$ cat config.mk
export PLATFORM = sky130hd
export DESIGN_NAME = spw_rx_top
export DESIGN_NICKNAME = d
export VERILOG_FILES = /design/src/logic/spw_rx_pkg.sv /design/src/logic/spw_ds_sampler.sv /design/src/logic/spw_rx_char.sv /design/src/logic/spw_rx_fifo.sv /design/src/logic/spw_rx_wb_slave.sv /design/src/logic/spw_rx_top.sv
export SDC_FILE = /design/constraint.sdc
export NUM_CORES = 1
export LEC_CHECK = 0
export BUFFER_PORTS_ARGS = -buffer_cell sky130_fd_sc_hd__buf_4
export CAP_MARGIN = 30
export CORE_UTILIZATION = 59
export DETAILED_ROUTE_END_ITERATION = 12
export HOLD_SLACK_MARGIN = 0.06
export PLACE_DENSITY = 0.87
export SYNTH_ARGS = -nofsm -noshare
export SYNTH_HDL_FRONTEND = slang
export SYNTH_SLANG_ARGS = --single-unit
$ cat constraint.sdc
create_clock -name negedge_clk -period 3.3 [get_ports negedge_clk]
set_input_delay 0.33 -clock negedge_clk [delete_from_list [all_inputs] [get_ports negedge_clk]]
set_output_delay 0.33 -clock negedge_clk [all_outputs]
set_load 0.01 [all_outputs]
$ cat src/logic/spw_rx_pkg.sv
// Receiver types, control and state enums, register map, status bits and FIFO sizing
package spw_rx_pkg;

	// ----------------------------------------------------------
	// Sizes
	// ----------------------------------------------------------
	localparam int FIFO_DEPTH = 16;
	localparam int FIFO_PTR_W = $clog2(FIFO_DEPTH);
	localparam int FIFO_LVL_W = $clog2(FIFO_DEPTH + 1); // Must hold FIFO_DEPTH itself

	typedef logic [8:0] data_flag_t;             // Bit 8 marks EOP or EEP
	typedef logic [7:0] time_code_t;             // Count plus two flags, as received
	typedef logic [FIFO_LVL_W-1:0] fifo_lvl_t;
	typedef logic [FIFO_PTR_W-1:0] fifo_ptr_t;
	typedef logic [1:0] wb_adr_t;                // Word address
	typedef logic [31:0] wb_dat_t;

	localparam data_flag_t FLAG_EOP = 9'h100;
	localparam data_flag_t FLAG_EEP = 9'h101;

	// ESC flag and payload, then FCT parity, flag and payload, first bit in MSB
	localparam logic [6:0] NULL_BITS = 7'b1110100;

	// Two control bits after the flag, first arrival in the MSB
	typedef enum logic [1:0] {FCT = 2'd0, EOP = 2'd1, EEP = 2'd2, ESC = 2'd3} ctrl_code_t;

	typedef enum logic [1:0] {HUNT, FLAG, CTRL, DATA} char_state_t;

	// ----------------------------------------------------------
	// Links between blocks and the bus
	// ----------------------------------------------------------
	typedef struct packed {
		logic strobe;  // One cycle per received bit
		logic value;
	} rx_bit_t;

	typedef struct packed {
		logic       valid;
		data_flag_t data;
	} rx_char_t;

	typedef struct packed {
		logic    cyc;
		logic    stb;
		logic    we;
		wb_adr_t adr;
		wb_dat_t dat;
	} wb_req_t;

	typedef struct packed {
		logic    ack;
		wb_dat_t dat;
	} wb_rsp_t;

	// Register map
	localparam wb_adr_t ADR_DATA   = 2'd0;
	localparam wb_adr_t ADR_STATUS = 2'd1;
	localparam wb_adr_t ADR_TIME   = 2'd2;
	localparam wb_adr_t ADR_FCT    = 2'd3;

	// STATUS bits, level sits in the low bits
	localparam int STAT_EMPTY  = 5;
	localparam int STAT_FULL   = 6;
	localparam int STAT_LOCKED = 7;
	localparam int STAT_ERROR  = 8;
	localparam int STAT_OVF    = 9;
	localparam int STAT_TICK   = 10;
	localparam int DATA_EMPTY  = 31; // Set in a DATA read that found the FIFO empty

endpackage

$ cat src/logic/spw_ds_sampler.sv
// Data-strobe input synchronizer and bit strobe generator
`timescale 1ns/1ps

module spw_ds_sampler (
	input  logic                negedge_clk,
	input  logic                rx_resetn,
	input  logic                rx_din,
	input  logic                rx_sin,
	output spw_rx_pkg::rx_bit_t rx_bit
);

	logic [1:0] d_sync;  // [1] is the settled copy
	logic [1:0] s_sync;
	logic       prev_x;  // Last D xor S
	logic       cur_x;
	logic       edge_seen;

	// Every bit flips exactly one of D and S, so D xor S toggles once per bit
	assign cur_x = d_sync[1] ^ s_sync[1];
	assign edge_seen = cur_x ^ prev_x;

	always_ff @(posedge negedge_clk or negedge rx_resetn)
	begin
		if (!rx_resetn)
		begin
			d_sync <= 2'b00;
			s_sync <= 2'b00;
			prev_x <= 1'b0;   // Idle lines are both low
			rx_bit <= '0;
		end
		else
		begin
			// Two-flop synchronizers
			d_sync <= {d_sync[0], rx_din};
			s_sync <= {s_sync[0], rx_sin};

			prev_x <= cur_x;

			rx_bit.strobe <= edge_seen;
			rx_bit.value  <= d_sync[1]; // D carries the bit value
		end
	end

endmodule

$ cat src/logic/spw_rx_char.sv
// Character framing, decoding and parity checking for the SpaceWire receiver
`timescale 1ns/1ps

module spw_rx_char (
	input  logic                   negedge_clk,
	input  logic                   rx_resetn,
	input  spw_rx_pkg::rx_bit_t    rx_bit,
	output spw_rx_pkg::rx_char_t   rx_char,
	output spw_rx_pkg::time_code_t rx_time_out,
	output logic                   rx_tick_out,
	output logic                   rx_got_fct,
	output logic                   rx_error,
	output logic                   locked
);

	spw_rx_pkg::char_state_t state;
	logic [6:0]              hunt_sr;  // Recent bits while hunting for NULL
	logic [7:0]              shift;    // Payload shifter, newest bit in MSB
	logic [2:0]              bit_cnt;
	logic                    par_bit;  // Parity bit of the current character
	logic                    par_acc;  // Running xor of the current payload
	logic                    prev_par; // Xor of the previous payload
	logic                    esc_pend;

	logic                    b;
	logic [6:0]              hunt_next;
	spw_rx_pkg::ctrl_code_t  code;
	logic [7:0]              rx_byte;

	assign b = rx_bit.value;
	assign hunt_next = {hunt_sr[5:0], b};
	assign code = spw_rx_pkg::ctrl_code_t'({shift[7], b});
	assign rx_byte = {b, shift[7:1]}; // LSB arrived first
	assign locked = (state != spw_rx_pkg::HUNT);

	always_ff @(posedge negedge_clk or negedge rx_resetn)
	begin
		if (!rx_resetn)
		begin
			state       <= spw_rx_pkg::HUNT;
			hunt_sr     <= '0;
			shift       <= '0;
			bit_cnt     <= '0;
			par_bit     <= 1'b0;
			par_acc     <= 1'b0;
			prev_par    <= 1'b0;
			esc_pend    <= 1'b0;
			rx_char     <= '0;
			rx_time_out <= '0;
			rx_tick_out <= 1'b0;
			rx_got_fct  <= 1'b0;
			rx_error    <= 1'b0;
		end
		else
		begin
			// Pulses last one cycle
			rx_char.valid <= 1'b0;
			rx_tick_out   <= 1'b0;
			rx_got_fct    <= 1'b0;
			rx_error      <= 1'b0;

			if (rx_bit.strobe)
			begin
				case (state)
					spw_rx_pkg::HUNT:
					begin
						hunt_sr <= hunt_next;
						if (hunt_next == spw_rx_pkg::NULL_BITS)
						begin
							state    <= spw_rx_pkg::FLAG;
							bit_cnt  <= '0;
							prev_par <= 1'b0; // FCT payload is 00
							esc_pend <= 1'b0;
						end
					end
					spw_rx_pkg::FLAG:
					begin
						if (bit_cnt == 3'd0)
						begin
							par_bit <= b;
							bit_cnt <= 3'd1;
						end
						else if (!(prev_par ^ par_bit ^ b)) // Even group
						begin
							rx_error <= 1'b1;
							state    <= spw_rx_pkg::HUNT;
							hunt_sr  <= '0;
						end
						else
						begin
							state   <= b ? spw_rx_pkg::CTRL : spw_rx_pkg::DATA;
							bit_cnt <= '0;
							par_acc <= 1'b0;
						end
					end
					spw_rx_pkg::CTRL:
					begin
						shift   <= {b, shift[7:1]};
						par_acc <= par_acc ^ b;
						bit_cnt <= bit_cnt + 3'd1;
						if (bit_cnt == 3'd1)
						begin
							bit_cnt  <= '0;
							prev_par <= par_acc ^ b;
							state    <= spw_rx_pkg::FLAG;
							if (esc_pend)
							begin
								esc_pend <= 1'b0;
								if (code != spw_rx_pkg::FCT) // Only NULL may pair with ESC
								begin
									rx_error <= 1'b1;
									state    <= spw_rx_pkg::HUNT;
									hunt_sr  <= '0;
								end
							end
							else
							begin
								case (code)
									spw_rx_pkg::FCT: rx_got_fct <= 1'b1;
									spw_rx_pkg::EOP:
									begin
										rx_char.valid <= 1'b1;
										rx_char.data  <= spw_rx_pkg::FLAG_EOP;
									end
									spw_rx_pkg::EEP:
									begin
										rx_char.valid <= 1'b1;
										rx_char.data  <= spw_rx_pkg::FLAG_EEP;
									end
									default: esc_pend <= 1'b1;
								endcase
							end
						end
					end
					spw_rx_pkg::DATA:
					begin
						shift   <= {b, shift[7:1]};
						par_acc <= par_acc ^ b;
						bit_cnt <= bit_cnt + 3'd1;
						if (bit_cnt == 3'd7)
						begin
							prev_par <= par_acc ^ b;
							state    <= spw_rx_pkg::FLAG;
							if (esc_pend)
							begin
								// ESC plus data is a time code
								esc_pend    <= 1'b0;
								rx_time_out <= rx_byte;
								rx_tick_out <= 1'b1;
							end
							else
							begin
								rx_char.valid <= 1'b1;
								rx_char.data  <= {1'b0, rx_byte};
							end
						end
					end
					default: state <= spw_rx_pkg::HUNT;
				endcase
			end
		end
	end

endmodule

$ cat src/logic/spw_rx_fifo.sv
// Receive FIFO of data flags with sticky overflow
`timescale 1ns/1ps

module spw_rx_fifo (
	input  logic                   negedge_clk,
	input  logic                   rx_resetn,
	input  spw_rx_pkg::rx_char_t   rx_char,
	input  logic                   pop,
	input  logic                   ovf_clear,
	output spw_rx_pkg::data_flag_t head,
	output spw_rx_pkg::fifo_lvl_t  level,
	output logic                   overflow
);

	spw_rx_pkg::data_flag_t mem [spw_rx_pkg::FIFO_DEPTH];
	spw_rx_pkg::fifo_ptr_t  wr_ptr;
	spw_rx_pkg::fifo_ptr_t  rd_ptr;
	logic                   full;
	logic                   empty;
	logic                   push;
	logic                   do_pop;

	assign full   = (level == spw_rx_pkg::fifo_lvl_t'(spw_rx_pkg::FIFO_DEPTH));
	assign empty  = (level == '0);
	assign push   = rx_char.valid && !full;   // Dropped when full
	assign do_pop = pop && !empty;
	assign head   = mem[rd_ptr];

	always_ff @(posedge negedge_clk)
	begin
		if (push)
			mem[wr_ptr] <= rx_char.data;
	end

	always_ff @(posedge negedge_clk or negedge rx_resetn)
	begin
		if (!rx_resetn)
		begin
			wr_ptr   <= '0;
			rd_ptr   <= '0;
			level    <= '0;
			overflow <= 1'b0;
		end
		else
		begin
			// Pointers wrap naturally, depth is a power of two
			if (push)
				wr_ptr <= wr_ptr + 1'b1;
			if (do_pop)
				rd_ptr <= rd_ptr + 1'b1;

			case ({push, do_pop})
				2'b10:   level <= level + 1'b1;
				2'b01:   level <= level - 1'b1;
				default: level <= level;    // Idle, or push and pop together
			endcase

			if (rx_char.valid && full)
				overflow <= 1'b1;
			else if (ovf_clear)
				overflow <= 1'b0;
		end
	end

endmodule

$ cat src/logic/spw_rx_wb_slave.sv
// Wishbone classic register port for received data, status, time code and FCT count
`timescale 1ns/1ps

module spw_rx_wb_slave (
	input  logic                   negedge_clk,
	input  logic                   rx_resetn,
	input  spw_rx_pkg::wb_req_t    wb_req,
	output spw_rx_pkg::wb_rsp_t    wb_rsp,
	input  spw_rx_pkg::data_flag_t head,
	input  spw_rx_pkg::fifo_lvl_t  level,
	input  logic                   overflow,
	output logic                   pop,
	output logic                   ovf_clear,
	input  spw_rx_pkg::time_code_t time_code,
	input  logic                   tick,
	input  logic                   got_fct,
	input  logic                   error,
	input  logic                   locked
);

	logic                ack_q;
	spw_rx_pkg::wb_dat_t dat_q;
	spw_rx_pkg::wb_dat_t rd_dat;
	logic                req_new;
	logic                status_wr;
	logic                empty;
	logic                full;
	logic                err_flag;
	logic                tick_flag;
	logic [7:0]          fct_cnt;

	assign wb_rsp.ack = ack_q;
	assign wb_rsp.dat = dat_q;

	// A request counts once, ack masks the second cycle of stb
	assign req_new   = wb_req.cyc && wb_req.stb && !ack_q;
	assign status_wr = req_new && wb_req.we && (wb_req.adr == spw_rx_pkg::ADR_STATUS);
	assign empty     = (level == '0);
	assign full      = (level == spw_rx_pkg::fifo_lvl_t'(spw_rx_pkg::FIFO_DEPTH));

	// ----------------------------------------------------------
	// Read mux
	// ----------------------------------------------------------
	always_comb
	begin
		rd_dat = '0;
		case (wb_req.adr)
			spw_rx_pkg::ADR_DATA:
			begin
				if (empty)
					rd_dat[spw_rx_pkg::DATA_EMPTY] = 1'b1;
				else
					rd_dat[8:0] = head;
			end
			spw_rx_pkg::ADR_STATUS:
			begin
				rd_dat[spw_rx_pkg::FIFO_LVL_W-1:0] = level;
				rd_dat[spw_rx_pkg::STAT_EMPTY]     = empty;
				rd_dat[spw_rx_pkg::STAT_FULL]      = full;
				rd_dat[spw_rx_pkg::STAT_LOCKED]    = locked;
				rd_dat[spw_rx_pkg::STAT_ERROR]     = err_flag;
				rd_dat[spw_rx_pkg::STAT_OVF]       = overflow;
				rd_dat[spw_rx_pkg::STAT_TICK]      = tick_flag;
			end
			spw_rx_pkg::ADR_TIME: rd_dat[7:0] = time_code;
			spw_rx_pkg::ADR_FCT:  rd_dat[7:0] = fct_cnt;
			default:              rd_dat = '0;
		endcase
	end

	always_ff @(posedge negedge_clk or negedge rx_resetn)
	begin
		if (!rx_resetn)
		begin
			ack_q     <= 1'b0;
			pop       <= 1'b0;
			ovf_clear <= 1'b0;
			err_flag  <= 1'b0;
			tick_flag <= 1'b0;
			fct_cnt   <= '0;
		end
		else
		begin
			ack_q     <= req_new;
			// Pop lands with ack, FIFO advances on the next edge
			pop       <= req_new && !wb_req.we && (wb_req.adr == spw_rx_pkg::ADR_DATA) && !empty;
			ovf_clear <= status_wr;

			// New events win over a clear in the same cycle
			if (error)
				err_flag <= 1'b1;
			else if (status_wr)
				err_flag <= 1'b0;

			if (tick)
				tick_flag <= 1'b1;
			else if (status_wr)
				tick_flag <= 1'b0;

			if (got_fct)
				fct_cnt <= fct_cnt + 8'd1; // Wraps
		end
	end

	always_ff @(posedge negedge_clk)
	begin
		if (req_new && !wb_req.we)
			dat_q <= rd_dat;
	end

endmodule

$ cat src/logic/spw_rx_top.sv
// SpaceWire receiver top level with sampler, decoder, FIFO and Wishbone port
`timescale 1ns/1ps

module spw_rx_top (
	input  logic                   negedge_clk,
	input  logic                   rx_resetn,
	input  logic                   rx_din,
	input  logic                   rx_sin,
	input  spw_rx_pkg::wb_req_t    wb_req,
	output spw_rx_pkg::wb_rsp_t    wb_rsp,
	output spw_rx_pkg::time_code_t rx_time_out,
	output logic                   rx_tick_out,
	output logic                   rx_got_fct,
	output logic                   rx_error
);

	spw_rx_pkg::rx_bit_t    rx_bit;
	spw_rx_pkg::rx_char_t   rx_char;
	spw_rx_pkg::data_flag_t head;
	spw_rx_pkg::fifo_lvl_t  level;
	logic                   overflow;
	logic                   pop;
	logic                   ovf_clear;
	logic                   locked;

	spw_ds_sampler i_sampler (
		.negedge_clk (negedge_clk),
		.rx_resetn   (rx_resetn),
		.rx_din      (rx_din),
		.rx_sin      (rx_sin),
		.rx_bit      (rx_bit)
	);

	spw_rx_char i_char (
		.negedge_clk (negedge_clk),
		.rx_resetn   (rx_resetn),
		.rx_bit      (rx_bit),
		.rx_char     (rx_char),
		.rx_time_out (rx_time_out),
		.rx_tick_out (rx_tick_out),
		.rx_got_fct  (rx_got_fct),
		.rx_error    (rx_error),
		.locked      (locked)
	);

	spw_rx_fifo i_fifo (
		.negedge_clk (negedge_clk),
		.rx_resetn   (rx_resetn),
		.rx_char     (rx_char),
		.pop         (pop),
		.ovf_clear   (ovf_clear),
		.head        (head),
		.level       (level),
		.overflow    (overflow)
	);

	// Host side, also sees the decoder events for its sticky flags
	spw_rx_wb_slave i_wb (
		.negedge_clk (negedge_clk),
		.rx_resetn   (rx_resetn),
		.wb_req      (wb_req),
		.wb_rsp      (wb_rsp),
		.head        (head),
		.level       (level),
		.overflow    (overflow),
		.pop         (pop),
		.ovf_clear   (ovf_clear),
		.time_code   (rx_time_out),
		.tick        (rx_tick_out),
		.got_fct     (rx_got_fct),
		.error       (rx_error),
		.locked      (locked)
	);

endmodule

==> qor.csv, run 1 <==
metric;value;unit
slowest stage cell on the critical path;dfrtp_1;
number of max-cap violations;0;
count of input and output buffers;32;
number of clock sinks;233;
Post-synth top flop;edfxtp_1;
CP startpoint kind;flop;
drt first pass iters;8;
post-detailed-placement half-perimeter wirelength;12.2;mm
count of nets after finishing;751;
sequential-to-total area share from yosys stat;66.4;%
number of instances resized during post-cts repair;0;
critical path cell sequence;nor4_4, a21boi_2, inv_1, ha_1, xor2_1, ha_1, a211oi_1, nor4_1, xnor2_1;
Highest Clock Rate;0.357;GHz
launch point of the worst path;i_fifo.level[1];
final antenna-violating net count;0;
Peak supply drop;0.357;mV
number of global-route vias before repair;5541;
skew final;18.6;ps
ratio of routed vias to standard cells;6.03;
maximum fanout encountered on the critical timing path;9;
fin. max-slew vios;0;
Critical Path RT;3730;ps
global-route wire length before repair;31.0;mm
final wirelength;19.6;mm
register bit count reported by yosys;233;
measured slew at the worst slew-check pin;762;ps
vertical die dimension;132;um
minimum clock period after layout;2800;ps
hold buffers post-CTS;4;
GPL Wtd Cong;0.867;
Bufs on Longest Clock Path;3;
total routing usage reported by global routing;23.3;%
Yosys top cell by area;edfxtp_1;
RSZ-0062 raised after global routing;false;
RR Startpoint;i_fifo.level[1];
GR Util met3;2.77;%
count of warnings emitted by yosys;0;
drt first-iter violations;614;
width of the die;132;um
num rows;47;
final worst-path cycle share;84.8;%
final cell area excluding filler cells;11300;sq um
Max H-tree Level;1;
type of the most critical hold path;input pin to asynchronous set/reset pin;
Clock transition at path regs;60;ps
die footprint;17400;sq um
Syn Std Cell Area;9960;sq um
endpoint of the lowest-slack register-to-register path;i_fifo.level[4];
synth-to-layout area growth;13.7;%
fraction of the core area covered by cells at the end of the flow;68.5;%
reg-to-reg setup timing slack;500;ps
number of inserted diodes;0;
number of library cell types mapped by synthesis;52;
CORE AREA;16500;sq um
path depth of the worst reg2reg path;9;
cells after synthesis;631;
Post-Route Setup TNS;0;ps
final hold violations;0;
cell area after placement;10400;sq um
endpoint type of the worst setup path;flop;
leftover overflow at the end of global routing;0;
Post-synth EDFFs;156;
routed len/inst;21.2;um
Post-Synthesis Mean Instance Area;15.8;sq um
root buffer cell;clkbuf_16;
arrival time of the worst setup path;3230;ps
maximum single-stage delay on the critical path;490;ps
maximum number of pins on one net before global-route repair;78;
top cell type's share of synthesized area;47.0;%
fraction of registers with async set/reset;33.0;%
worst skew pair latency;510;ps
most repeated library cell on the critical path;ha_1;
cell types with the largest area share after synthesis;edfxtp_1 (47%), dfrtp_1 (19%), mux4_2 (8.1%);
total clock buffers created by CTS;23;
final-report setup violation count;0;
slew margin rel.;49.2;%
total via count after detailed routing;5578;
number of design rule violations left after detail routing;0;
run status;finished clean;
initial cell density of the core;60.3;%
busiest grt layer;met2;
critical path class;flop to flop;
final hold slack;166;ps
met1 layer usage reported by global route;31.9;%
grt met2 use;38.8;%
ratio of cells with drive above 1 in the final layout;23.8;%
clock tree from TritonCTS;done;
number of top-level pins;85;
power density over cell area;603;nW/um^2
post-CTS setup buffer count;0;
leakage power summed over all cells;0.00435;uW
number of antenna violations at the first check in global routing;0;
==> critical path, delay by kind of cell, from the launching register on <==
family,cells,cell delay [ps]
AOI/OAI and AO/OA,2,330
DFF,1,490
and+or+nand+nor,2,780
adders and majority gates,2,620
buffers and inverters,1,150
xor gates and xnor gates,2,350
==> layout by cell type, fill, tap and decap left out, types with 4 or more instances in the layout <==
cell type	instances
ha_1	22
nand4_1	7
dfrtp_1	76
clkbuf_1	4
xor2_1	11
nor2_1	21
inv_1	24
o21ai_0	19
dlygate4sd3_1	4
bufinv_16	6
xnor2_1	12
mux2_2	29
edfxtp_1	156
nor2b_1	7
mux2i_1	28
nand3_1	8
nor3_1	8
nor3b_1	4
nand2b_1	7
a22oi_1	6
buf_4	52
mux4_2	36
clkbuf_16	23
clkinv_2	6
nand2_1	53
conb_1	20
a21oi_1	10
==> registers in the layout (all words and copies together), names as in the netlist, 2 cells and up <==
signal              flops
i_char.bit_cnt          3
i_char.hunt_sr          6
i_char.rx_char         10
i_char.rx_time_out      8
i_char.shift            7
i_char.state            2
i_fifo.level            5
i_fifo.mem            144
i_fifo.rd_ptr           4
i_fifo.wr_ptr           4
i_sampler.d_sync        2
i_sampler.rx_bit        2
i_sampler.s_sync        2
i_wb.dat_q             12
i_wb.fct_cnt            8
==> layout make-up <==
| type | count | area [sq um] |
|---|---|---|
| well taps | 220 | 275 |
| inverters | 25 | 93.8 |
| repair buffers | 58 | 478 |
| multi-input cells | 347 | 3030 |
| fillers | 985 | 5200 |
| clock inverters | 14 | 228 |
| flip-flops and latches | 233 | 6610 |
| clock buffers | 28 | 604 |
==> worst max-delay path by stage <==
stage | end | slack (ps)
after detailed placement | i_fifo.level[4] | 560
after CTS | i_fifo.level[4] | 540
after global placement | i_fifo.level[2] | 700
after global routing | i_fifo.level[4] | 260
after floorplan | i_fifo.level[2] | 740
final | i_fifo.level[4] | 500
==> power breakdown <==
group / switching [uW] / internal [uW]
registers: 95.7 / 3200
clock network: 1080 / 1780
logic: 384 / 292
==> metal layers <==
metal  vias to the layer above  part of all wire (%)
li1                       2413                     -
met1                      2862                    40
met2                       253                    51
met3                        50                   6.0
met4                         0                   3.4
met5                         -                     0
==> through the flow <==
step / worst slack (ps) / total power (uW) / instances
2_1_floorplan: 735 / 3850 / 650
3_3_place_gp: 698 / 3960 / 877
3_5_place_dp: 564 / 4000 / 878
4_1_cts: 538 / 6850 / 924
5_1_grt: 256 / 7050 / 925
6_report: 501 / 6830 / 925
==> kinds of logic after synthesis <==
kind of cell             after synthesis  share of synthesized area [%]
AO/OA/AOI/OAI                         52                           3.38
adder cells (fa/ha/maj)               22                           2.76
AND/OR/NAND/NOR                      134                           6.86
multiplexers                          96                           14.7
XOR/XNOR                              23                           2.02
flip-flops                           233                           66.4
buffers and inverters                 70                           3.87
other                                  1                         0.0377
==> Yosys cell counts, types with 2 or more instances <==
cell and instances:
edfxtp_1 156, dfrtp_1 77, nand2_1 53, mux4_2 36, mux2_2 29, mux2i_1 28, inv_1 24, buf_4 23
ha_1 22, nor2_1 21, o21ai_0 19, clkbuf_1 12, xnor2_1 12, xor2_1 11, a21oi_1 10, nand3_1 8
nor3_1 8, nand2b_1 7, nand4_1 7, nor2b_1 7, a22oi_1 6, buf_2 5, buf_6 4, nor3b_1 4
and3b_1 3, mux2_4 3, nand3b_1 3, nand4b_1 3, o21a_1 3, a21o_1 2, a22o_1 2, and2_1 2
and3_1 2
Note: power is estimated with default switching activity, not from simulation.
==> run 2, diff against run 1 <==
==> constraint.sdc (replaced) <==
create_clock -name negedge_clk -period 2.9 [get_ports negedge_clk]
set_input_delay 0.29 -clock negedge_clk [delete_from_list [all_inputs] [get_ports negedge_clk]]
set_output_delay 0.29 -clock negedge_clk [all_outputs]
set_load 0.01 [all_outputs]
==> qor.csv, run 2 (synthesis results as in run 1) <==
metric;value;unit;change
synth-to-layout area growth;13.5;%;
number of clock sinks;233;;unchanged
total clock buffers created by CTS;24;;+4.3%
CORE AREA;16500;sq um;unchanged
final wirelength;20.7;mm;+5.7%
Top Registers;i_fifo.mem x144, i_wb.dat_q x12, i_char.rx_char x10;;
maximum number of pins on one net before global-route repair;78;;unchanged
num rows;47;;unchanged
non-filler cells in the finished layout;931;;+0.65%
measured slew at the worst slew-check pin;702;ps;-59.5 ps
maximum fanout encountered on the critical timing path;9;;unchanged
highest metal used;met4;;
count of nets after finishing;757;;+0.80%
number of max-cap violations;0;;unchanged
number of buffer and inverter stages on the critical path;1;;unchanged
clock tree from TritonCTS;done;;
worst skew pair latency;530;ps;+20 ps
RSZ-0062 raised after global routing;false;;
total via count after detailed routing;5716;;+2.5%
drt first-iter violations;635;;+3.4%
skew final;24.7;ps;+6.12 ps
Max H-tree Level;1;;unchanged
Bufs on Longest Clock Path;3;;unchanged
leakage power summed over all cells;0.00434;uW;-0.34%
drt first pass iters;7;;-1
Met3 Wirelength;1.34;mm;+13%
final worst-path cycle share;93.8;%;+9.0 points
global-route wire length before repair;32.0;mm;+3.3%
final hold violations;0;;unchanged
endpoint type of the worst setup path;flop;;
critical path class;flop to flop;;
most common library cell in the layout ignoring fill and taps;edfxtp_1;;
arrival time of the worst setup path;3160;ps;-70 ps
maximum single-stage delay on the critical path;500;ps;about the same
Highest Clock Rate;0.368;GHz;+2.9%
# fillers;960;;-2.5%
final antenna-violating net count;0;;unchanged
flip-flop count of the largest register after layout;144;;unchanged
leftover overflow at the end of global routing;0;;unchanged
type of the most critical hold path;input pin to flop;;
number of top-level pins;85;;unchanged
initial cell density of the core;60.3;%;unchanged
routed len/inst;22.2;um;+5.1%
number of global-route vias before repair;5790;;+4.5%
minimum clock period after layout;2720;ps;-79.6 ps
count of input and output buffers;32;;unchanged
root buffer cell;clkbuf_16;;
total routing usage reported by global routing;24.1;%;+0.81 points
slew margin rel.;52.9;%;+3.6 points
highest-count cells in the layout ignoring fill and taps;edfxtp_1 (156), dfrtp_1 (76), buf_4 (57);;
die footprint;17400;sq um;unchanged
wire length on met2;10.7;mm;+7.4%
length of routed wiring on met1;7.90;mm;+1.4%
ratio of routed vias to standard cells;6.14;;+1.8%
ratio of cells with drive above 1 in the final layout;23.8;%;-0.060 points
CP startpoint kind;flop;;
Clock transition at path regs;60;ps;about the same
critical path cell sequence;nor4_4, a21boi_2, inv_1, ha_2, xor2_1, ha_1, a211oi_1, nor4_1, xnor2_1;;
post-placement cell count;881;;+0.34%
final hold slack;133;ps;-33.0 ps
width of the die;132;um;unchanged
slowest stage cell on the critical path;dfrtp_1;;
Post-Route Setup TNS;0;ps;unchanged
number of antenna violations at the first check in global routing;0;;unchanged
number of design rule violations left after detail routing;0;;unchanged
vertical die dimension;132;um;unchanged
Peak supply drop;0.428;mV;+20%
fin. max-slew vios;0;;unchanged
Critical Path RT;3340;ps;-390 ps
cell class contributing the biggest share of worst-path delay;simple AND/OR/NAND/NOR gates;;
fraction of the core area covered by cells at the end of the flow;68.4;%;-0.16 points
GPL Wtd Cong;0.873;;+0.72%
number of inserted diodes;0;;unchanged
Largest Register;i_fifo.mem;;
final-report setup violation count;0;;unchanged
run status;finished clean;;
power density over cell area;662;nW/um^2;+9.9%
post-detailed-placement half-perimeter wirelength;12.7;mm;+3.7%
-- run 2: final timing paths --
check | slack [ps] | cells past startpoint | from | to
worst max-delay path | 180 | 9 | i_fifo.level[2] | i_fifo.level[4]
worst min-delay path | 130 | 4 | wb_req[35] | i_wb.pop
worst max register to register | 180 | 9 | i_fifo.level[2] | i_fifo.level[4]
worst min register to register | 350 | 0 | i_sampler.d_sync[0] | i_sampler.d_sync[1]
max in group asynchronous | 2180 | 3 | rx_resetn | i_sampler.rx_bit[1]
min in group asynchronous | 160 | 2 | rx_resetn | i_fifo.level[4]
-- run 2: worst register-to-register path, stage by stage (launching register included) --
cell and delay (ps):
dfrtp_1 500, nor4_4 410, a21boi_2 200, inv_1 140, ha_2 300, xor2_1 170, ha_1 250, a211oi_1 120
nor4_1 380, xnor2_1 170
-- run 2: power by group --
part | internal [uW] | switching [uW]
Clock | 1760 | 1200
Combinational | 334 | 446
Sequential | 3640 | 105
Total | 5730 | 1750
-- run 2: area by class of cell --
cell class              instances  area [sq um]  share of cell area, %
clock inverters                 9           108                  0.952
flip-flops and latches        233          6610                   58.5
clock buffers                  34           658                   5.82
well taps                     220           275                   2.44
inverters                      25          93.8                  0.830
repair buffers                 63           515                   4.56
multi-input cells             347          3040                   26.9
-- run 2: what timing repair did --
| action | 4_1_cts | 5_1_grt |
|---|---|---|
| setup buffers | 0 | 2 |
| resized for setup | 0 | 1 |
| hold endpoints to repair | 80 | 0 |
| setup endpoints to repair | 0 | 2 |
| hold buffers | 4 | 0 |
-- run 2: through the flow --
stage               total power (uW)  instance area, sq um  worst slack [ps]
global placement                4510                 10400               346
floorplan                       4380                 10000               335
finish                          7480                 11300               181
CTS                             7500                 11300              64.4
detailed placement              4560                 10400              84.6
global route                    7760                 11300              25.0
-- run 2: layer usage --
| metal | track usage, % | vias up |
|---|---|---|
| li1 | - | 2435 |
| met1 | 31.4 | 2909 |
| met2 | 41.4 | 305 |
| met3 | 3.11 | 67 |
| met4 | 9.95 | 0 |
| met5 | 0 | - |
==> run 3, diff against run 2 <==
--- a/config.mk
+++ b/config.mk
@@ -7,10 +7,11 @@
 export LEC_CHECK = 0
 export BUFFER_PORTS_ARGS = -buffer_cell sky130_fd_sc_hd__buf_4
 export CAP_MARGIN = 30
-export CORE_UTILIZATION = 59
+export CORE_UTILIZATION = 60
 export DETAILED_ROUTE_END_ITERATION = 12
 export HOLD_SLACK_MARGIN = 0.06
-export PLACE_DENSITY = 0.87
+export PLACE_DENSITY = 0.88
 export SYNTH_ARGS = -nofsm -noshare
 export SYNTH_HDL_FRONTEND = slang
+export SYNTH_HIERARCHICAL = 1
 export SYNTH_SLANG_ARGS = --single-unit
==> qor.csv, run 3 <==
metric;value;unit;change
run status;finished clean;;
skew final;15.5;ps;-9.19 ps
width of the die;132;um;about the same
# fillers;1000;;+4.2%
Endpoint, Worst Hold;i_wb/ack_q;;
Post-Synthesis Mean Instance Area;14.8;sq um;-6.4%
Peak supply drop;0.546;mV;+28%
Clock transition at path regs;60;ps;about the same
Post-synth EDFFs;156;;unchanged
maximum fanout encountered on the critical timing path;6;;-3
final hold slack;111;ps;-22.2 ps
number of inserted diodes;0;;unchanged
most common cell in the netlist;edfxtp_1;;
endpoint type of the worst setup path;flop;;
count of warnings emitted by yosys;6;;+6
CORE AREA;16500;sq um;unchanged
final-report setup violation count;0;;unchanged
ratio of routed vias to standard cells;6.29;;+2.4%
count of input and output buffers;32;;unchanged
drt first pass iters;5;;-2
most frequent cells after synthesis;edfxtp_1 (156), dfrtp_1 (77), nand2_1 (58);;
routed len/inst;23.3;um;+4.5%
number of max-cap violations;0;;unchanged
clock tree from TritonCTS;done;;
fraction of registers with async set/reset;33.0;%;unchanged
root buffer cell;clkbuf_16;;
number of global-route vias before repair;6121;;+5.7%
total clock buffers created by CTS;23;;-4.2%
Yosys top cell by area;edfxtp_1;;
drt first-iter violations;675;;+6.3%
final hold violations;0;;unchanged
power density over cell area;636;nW/um^2;-4.0%
Post-Route Setup TNS;0;ps;unchanged
die footprint;17400;sq um;about the same
synth-to-layout area growth;12.3;%;
Critical Path RT;3280;ps;-60 ps
fin. max-slew vios;0;;unchanged
number of cells on the worst hold path;2;;-2
endpoint of the lowest-slack register-to-register path;i_fifo/level[4];;
count of nets after finishing;806;;+6.5%
Top Registers;i_fifo/mem x144, i_wb/dat_q x12, i_char/rx_char x10;;
number of antenna violations at the first check in global routing;0;;unchanged
Largest Register;i_fifo/mem;;
Post-synth top flop;edfxtp_1;;
post-detailed-placement half-perimeter wirelength;14.0;mm;+10%
initial cell density of the core;61.2;%;+0.97 points
worst skew pair latency;510;ps;-20 ps
RSZ-0062 raised after global routing;false;;
number of library cell types mapped by synthesis;60;;+15%
sequential-to-total area share from yosys stat;65.3;%;-1.1 points
final wirelength;22.7;mm;+9.6%
CP startpoint kind;flop;;
maximum number of pins on one net before global-route repair;78;;unchanged
global-route wire length before repair;34.5;mm;+7.8%
final antenna-violating net count;0;;unchanged
ratio of cells with drive above 1 in the final layout;22.5;%;-1.3 points
GPL Wtd Cong;0.913;;+4.6%
type of the most critical hold path;input pin to flop;;
Max H-tree Level;1;;unchanged
number of design rule violations left after detail routing;0;;unchanged
flip-flop count of the largest register after layout;144;;unchanged
critical path class;flop to flop;;
highest-count cells in the layout ignoring fill and taps;edfxtp_1 (156), dfrtp_1 (71), nand2_1 (58);;
total via count after detailed routing;6137;;+7.4%
reg-to-reg setup timing slack;60;ps;-120 ps
num rows;47;;unchanged
number of top-level pins;85;;unchanged
arrival time of the worst setup path;3210;ps;+50 ps
vertical die dimension;132;um;about the same
measured slew at the worst slew-check pin;917;ps;+215 ps
leakage power summed over all cells;0.00424;uW;-2.4%
Syn Std Cell Area;10100;sq um;+1.6%
cell types with the largest area share after synthesis;edfxtp_1 (46%), dfrtp_1 (19%), mux4_2 (4.0%);;
RR Startpoint;i_fifo/level[2];;
register bit count reported by yosys;233;;unchanged
leftover overflow at the end of global routing;0;;unchanged
slew margin rel.;38.7;%;-14 points
minimum clock period after layout;2840;ps;+118 ps
final worst-path cycle share;97.8;%;+4.1 points
number of clock sinks;233;;unchanged
top cell type's share of synthesized area;46.3;%;-0.74 points
Highest Clock Rate;0.352;GHz;-4.2%
cells after synthesis;685;;+8.6%
critical hold path startpoint;wb_req[36];;
Bufs on Longest Clock Path;3;;unchanged
most common library cell in the layout ignoring fill and taps;edfxtp_1;;
path depth of the worst reg2reg path;10;;+1
total routing usage reported by global routing;26.1;%;+1.9 points
[run 3: cell type report]
class                           instances  area, sq um  area share [%]
Clock inverter                          3         17.5           0.154
Timing Repair Buffer                   58          488            4.29
Tap cell                              220          275            2.42
Multi-Input combinational cell        404         3210            28.2
Sequential cell                       233         6620            58.2
Inverter                               21         78.8           0.693
Clock buffer                           37          679            5.98
[run 3: repair_timing]
item,in CTS,in global routing
buffers inserted,0,1
resized for setup,1,6
pin swaps,0,1
hold endpoints to repair,79,0
hold buffers,3,0
endpoints found under the setup margin,1,1
[run 3: worst max-delay path: stages (launching register included)]
cell and delay, ps:
dfrtp_2 480, nor4_4 370, buf_4 180, a21boi_1 100, ha_2 230, ha_1 340, nor2b_1 160, o21ai_0 210
a21oi_1 110, or3b_1 370, xnor2_1 150
[run 3: cells by family (layout without fill, tap and decap cells)]
| logic type | count (synthesis) | after routing | share of synthesized area, % |
|---|---|---|---|
| flops | 233 | 233 | 65.3 |
| simple gates | 153 | 153 | 7.65 |
| compound gates | 105 | 105 | 7.53 |
| mux | 82 | 82 | 10.8 |
| buf+inv | 67 | 119 | 3.77 |
| fa+ha+maj | 24 | 24 | 3.04 |
| xor+xnor | 20 | 20 | 1.88 |
| other cells | 1 | 20 | 0.0371 |
[run 3: worst max path at each step]
stage | startpoint | cells past startpoint | endpoint | slack (ps)
6_report | i_fifo/level[2] | 10 | i_fifo/level[4] | 60
5_1_grt | i_fifo/level[2] | 10 | i_fifo/level[4] | 7
4_1_cts | i_fifo/level[1] | 11 | i_fifo/level[4] | 20
3_5_place_dp | i_fifo/level[1] | 11 | i_fifo/level[4] | 60
3_3_place_gp | i_fifo/level[1] | 11 | i_fifo/level[4] | 270
2_1_floorplan | i_fifo/level[1] | 11 | i_fifo/level[4] | 310
[run 3: power breakdown]
part           switching, uW  leakage [uW]  total, uW  internal (uW)
Sequential               122       0.00234       3770           3640
Combinational            419       0.00156        713            295
Clock                   1150      0.000337       2750           1600
Total                   1700       0.00424       7230           5530
[run 3: layer usage]
layer  wire, um  vias to the layer above  global-route usage, %
li1           -                     2628                      -
met1       8170                     3073                   33.7
met2      11600                      347                   44.4
met3       1840                       89                   4.38
met4       1090                        0                   10.0
met5          0                        -                      0
[run 3: stage by stage]
| step | power (uW) | instances | utilization, % | setup slack [ps] | instance area, sq um |
|---|---|---|---|---|---|
| after floorplan | 4330 | 704 | - | 315 | 10200 |
| after global placement | 4450 | 931 | 64.1 | 268 | 10600 |
| after detailed placement | 4500 | 931 | 64.1 | 58.0 | 10600 |
| after CTS | 7250 | 974 | 68.5 | 17.4 | 11300 |
| after global routing | 7470 | 976 | 68.8 | 7.13 | 11400 |
| final | 7230 | 976 | 68.8 | 62.9 | 11400 |
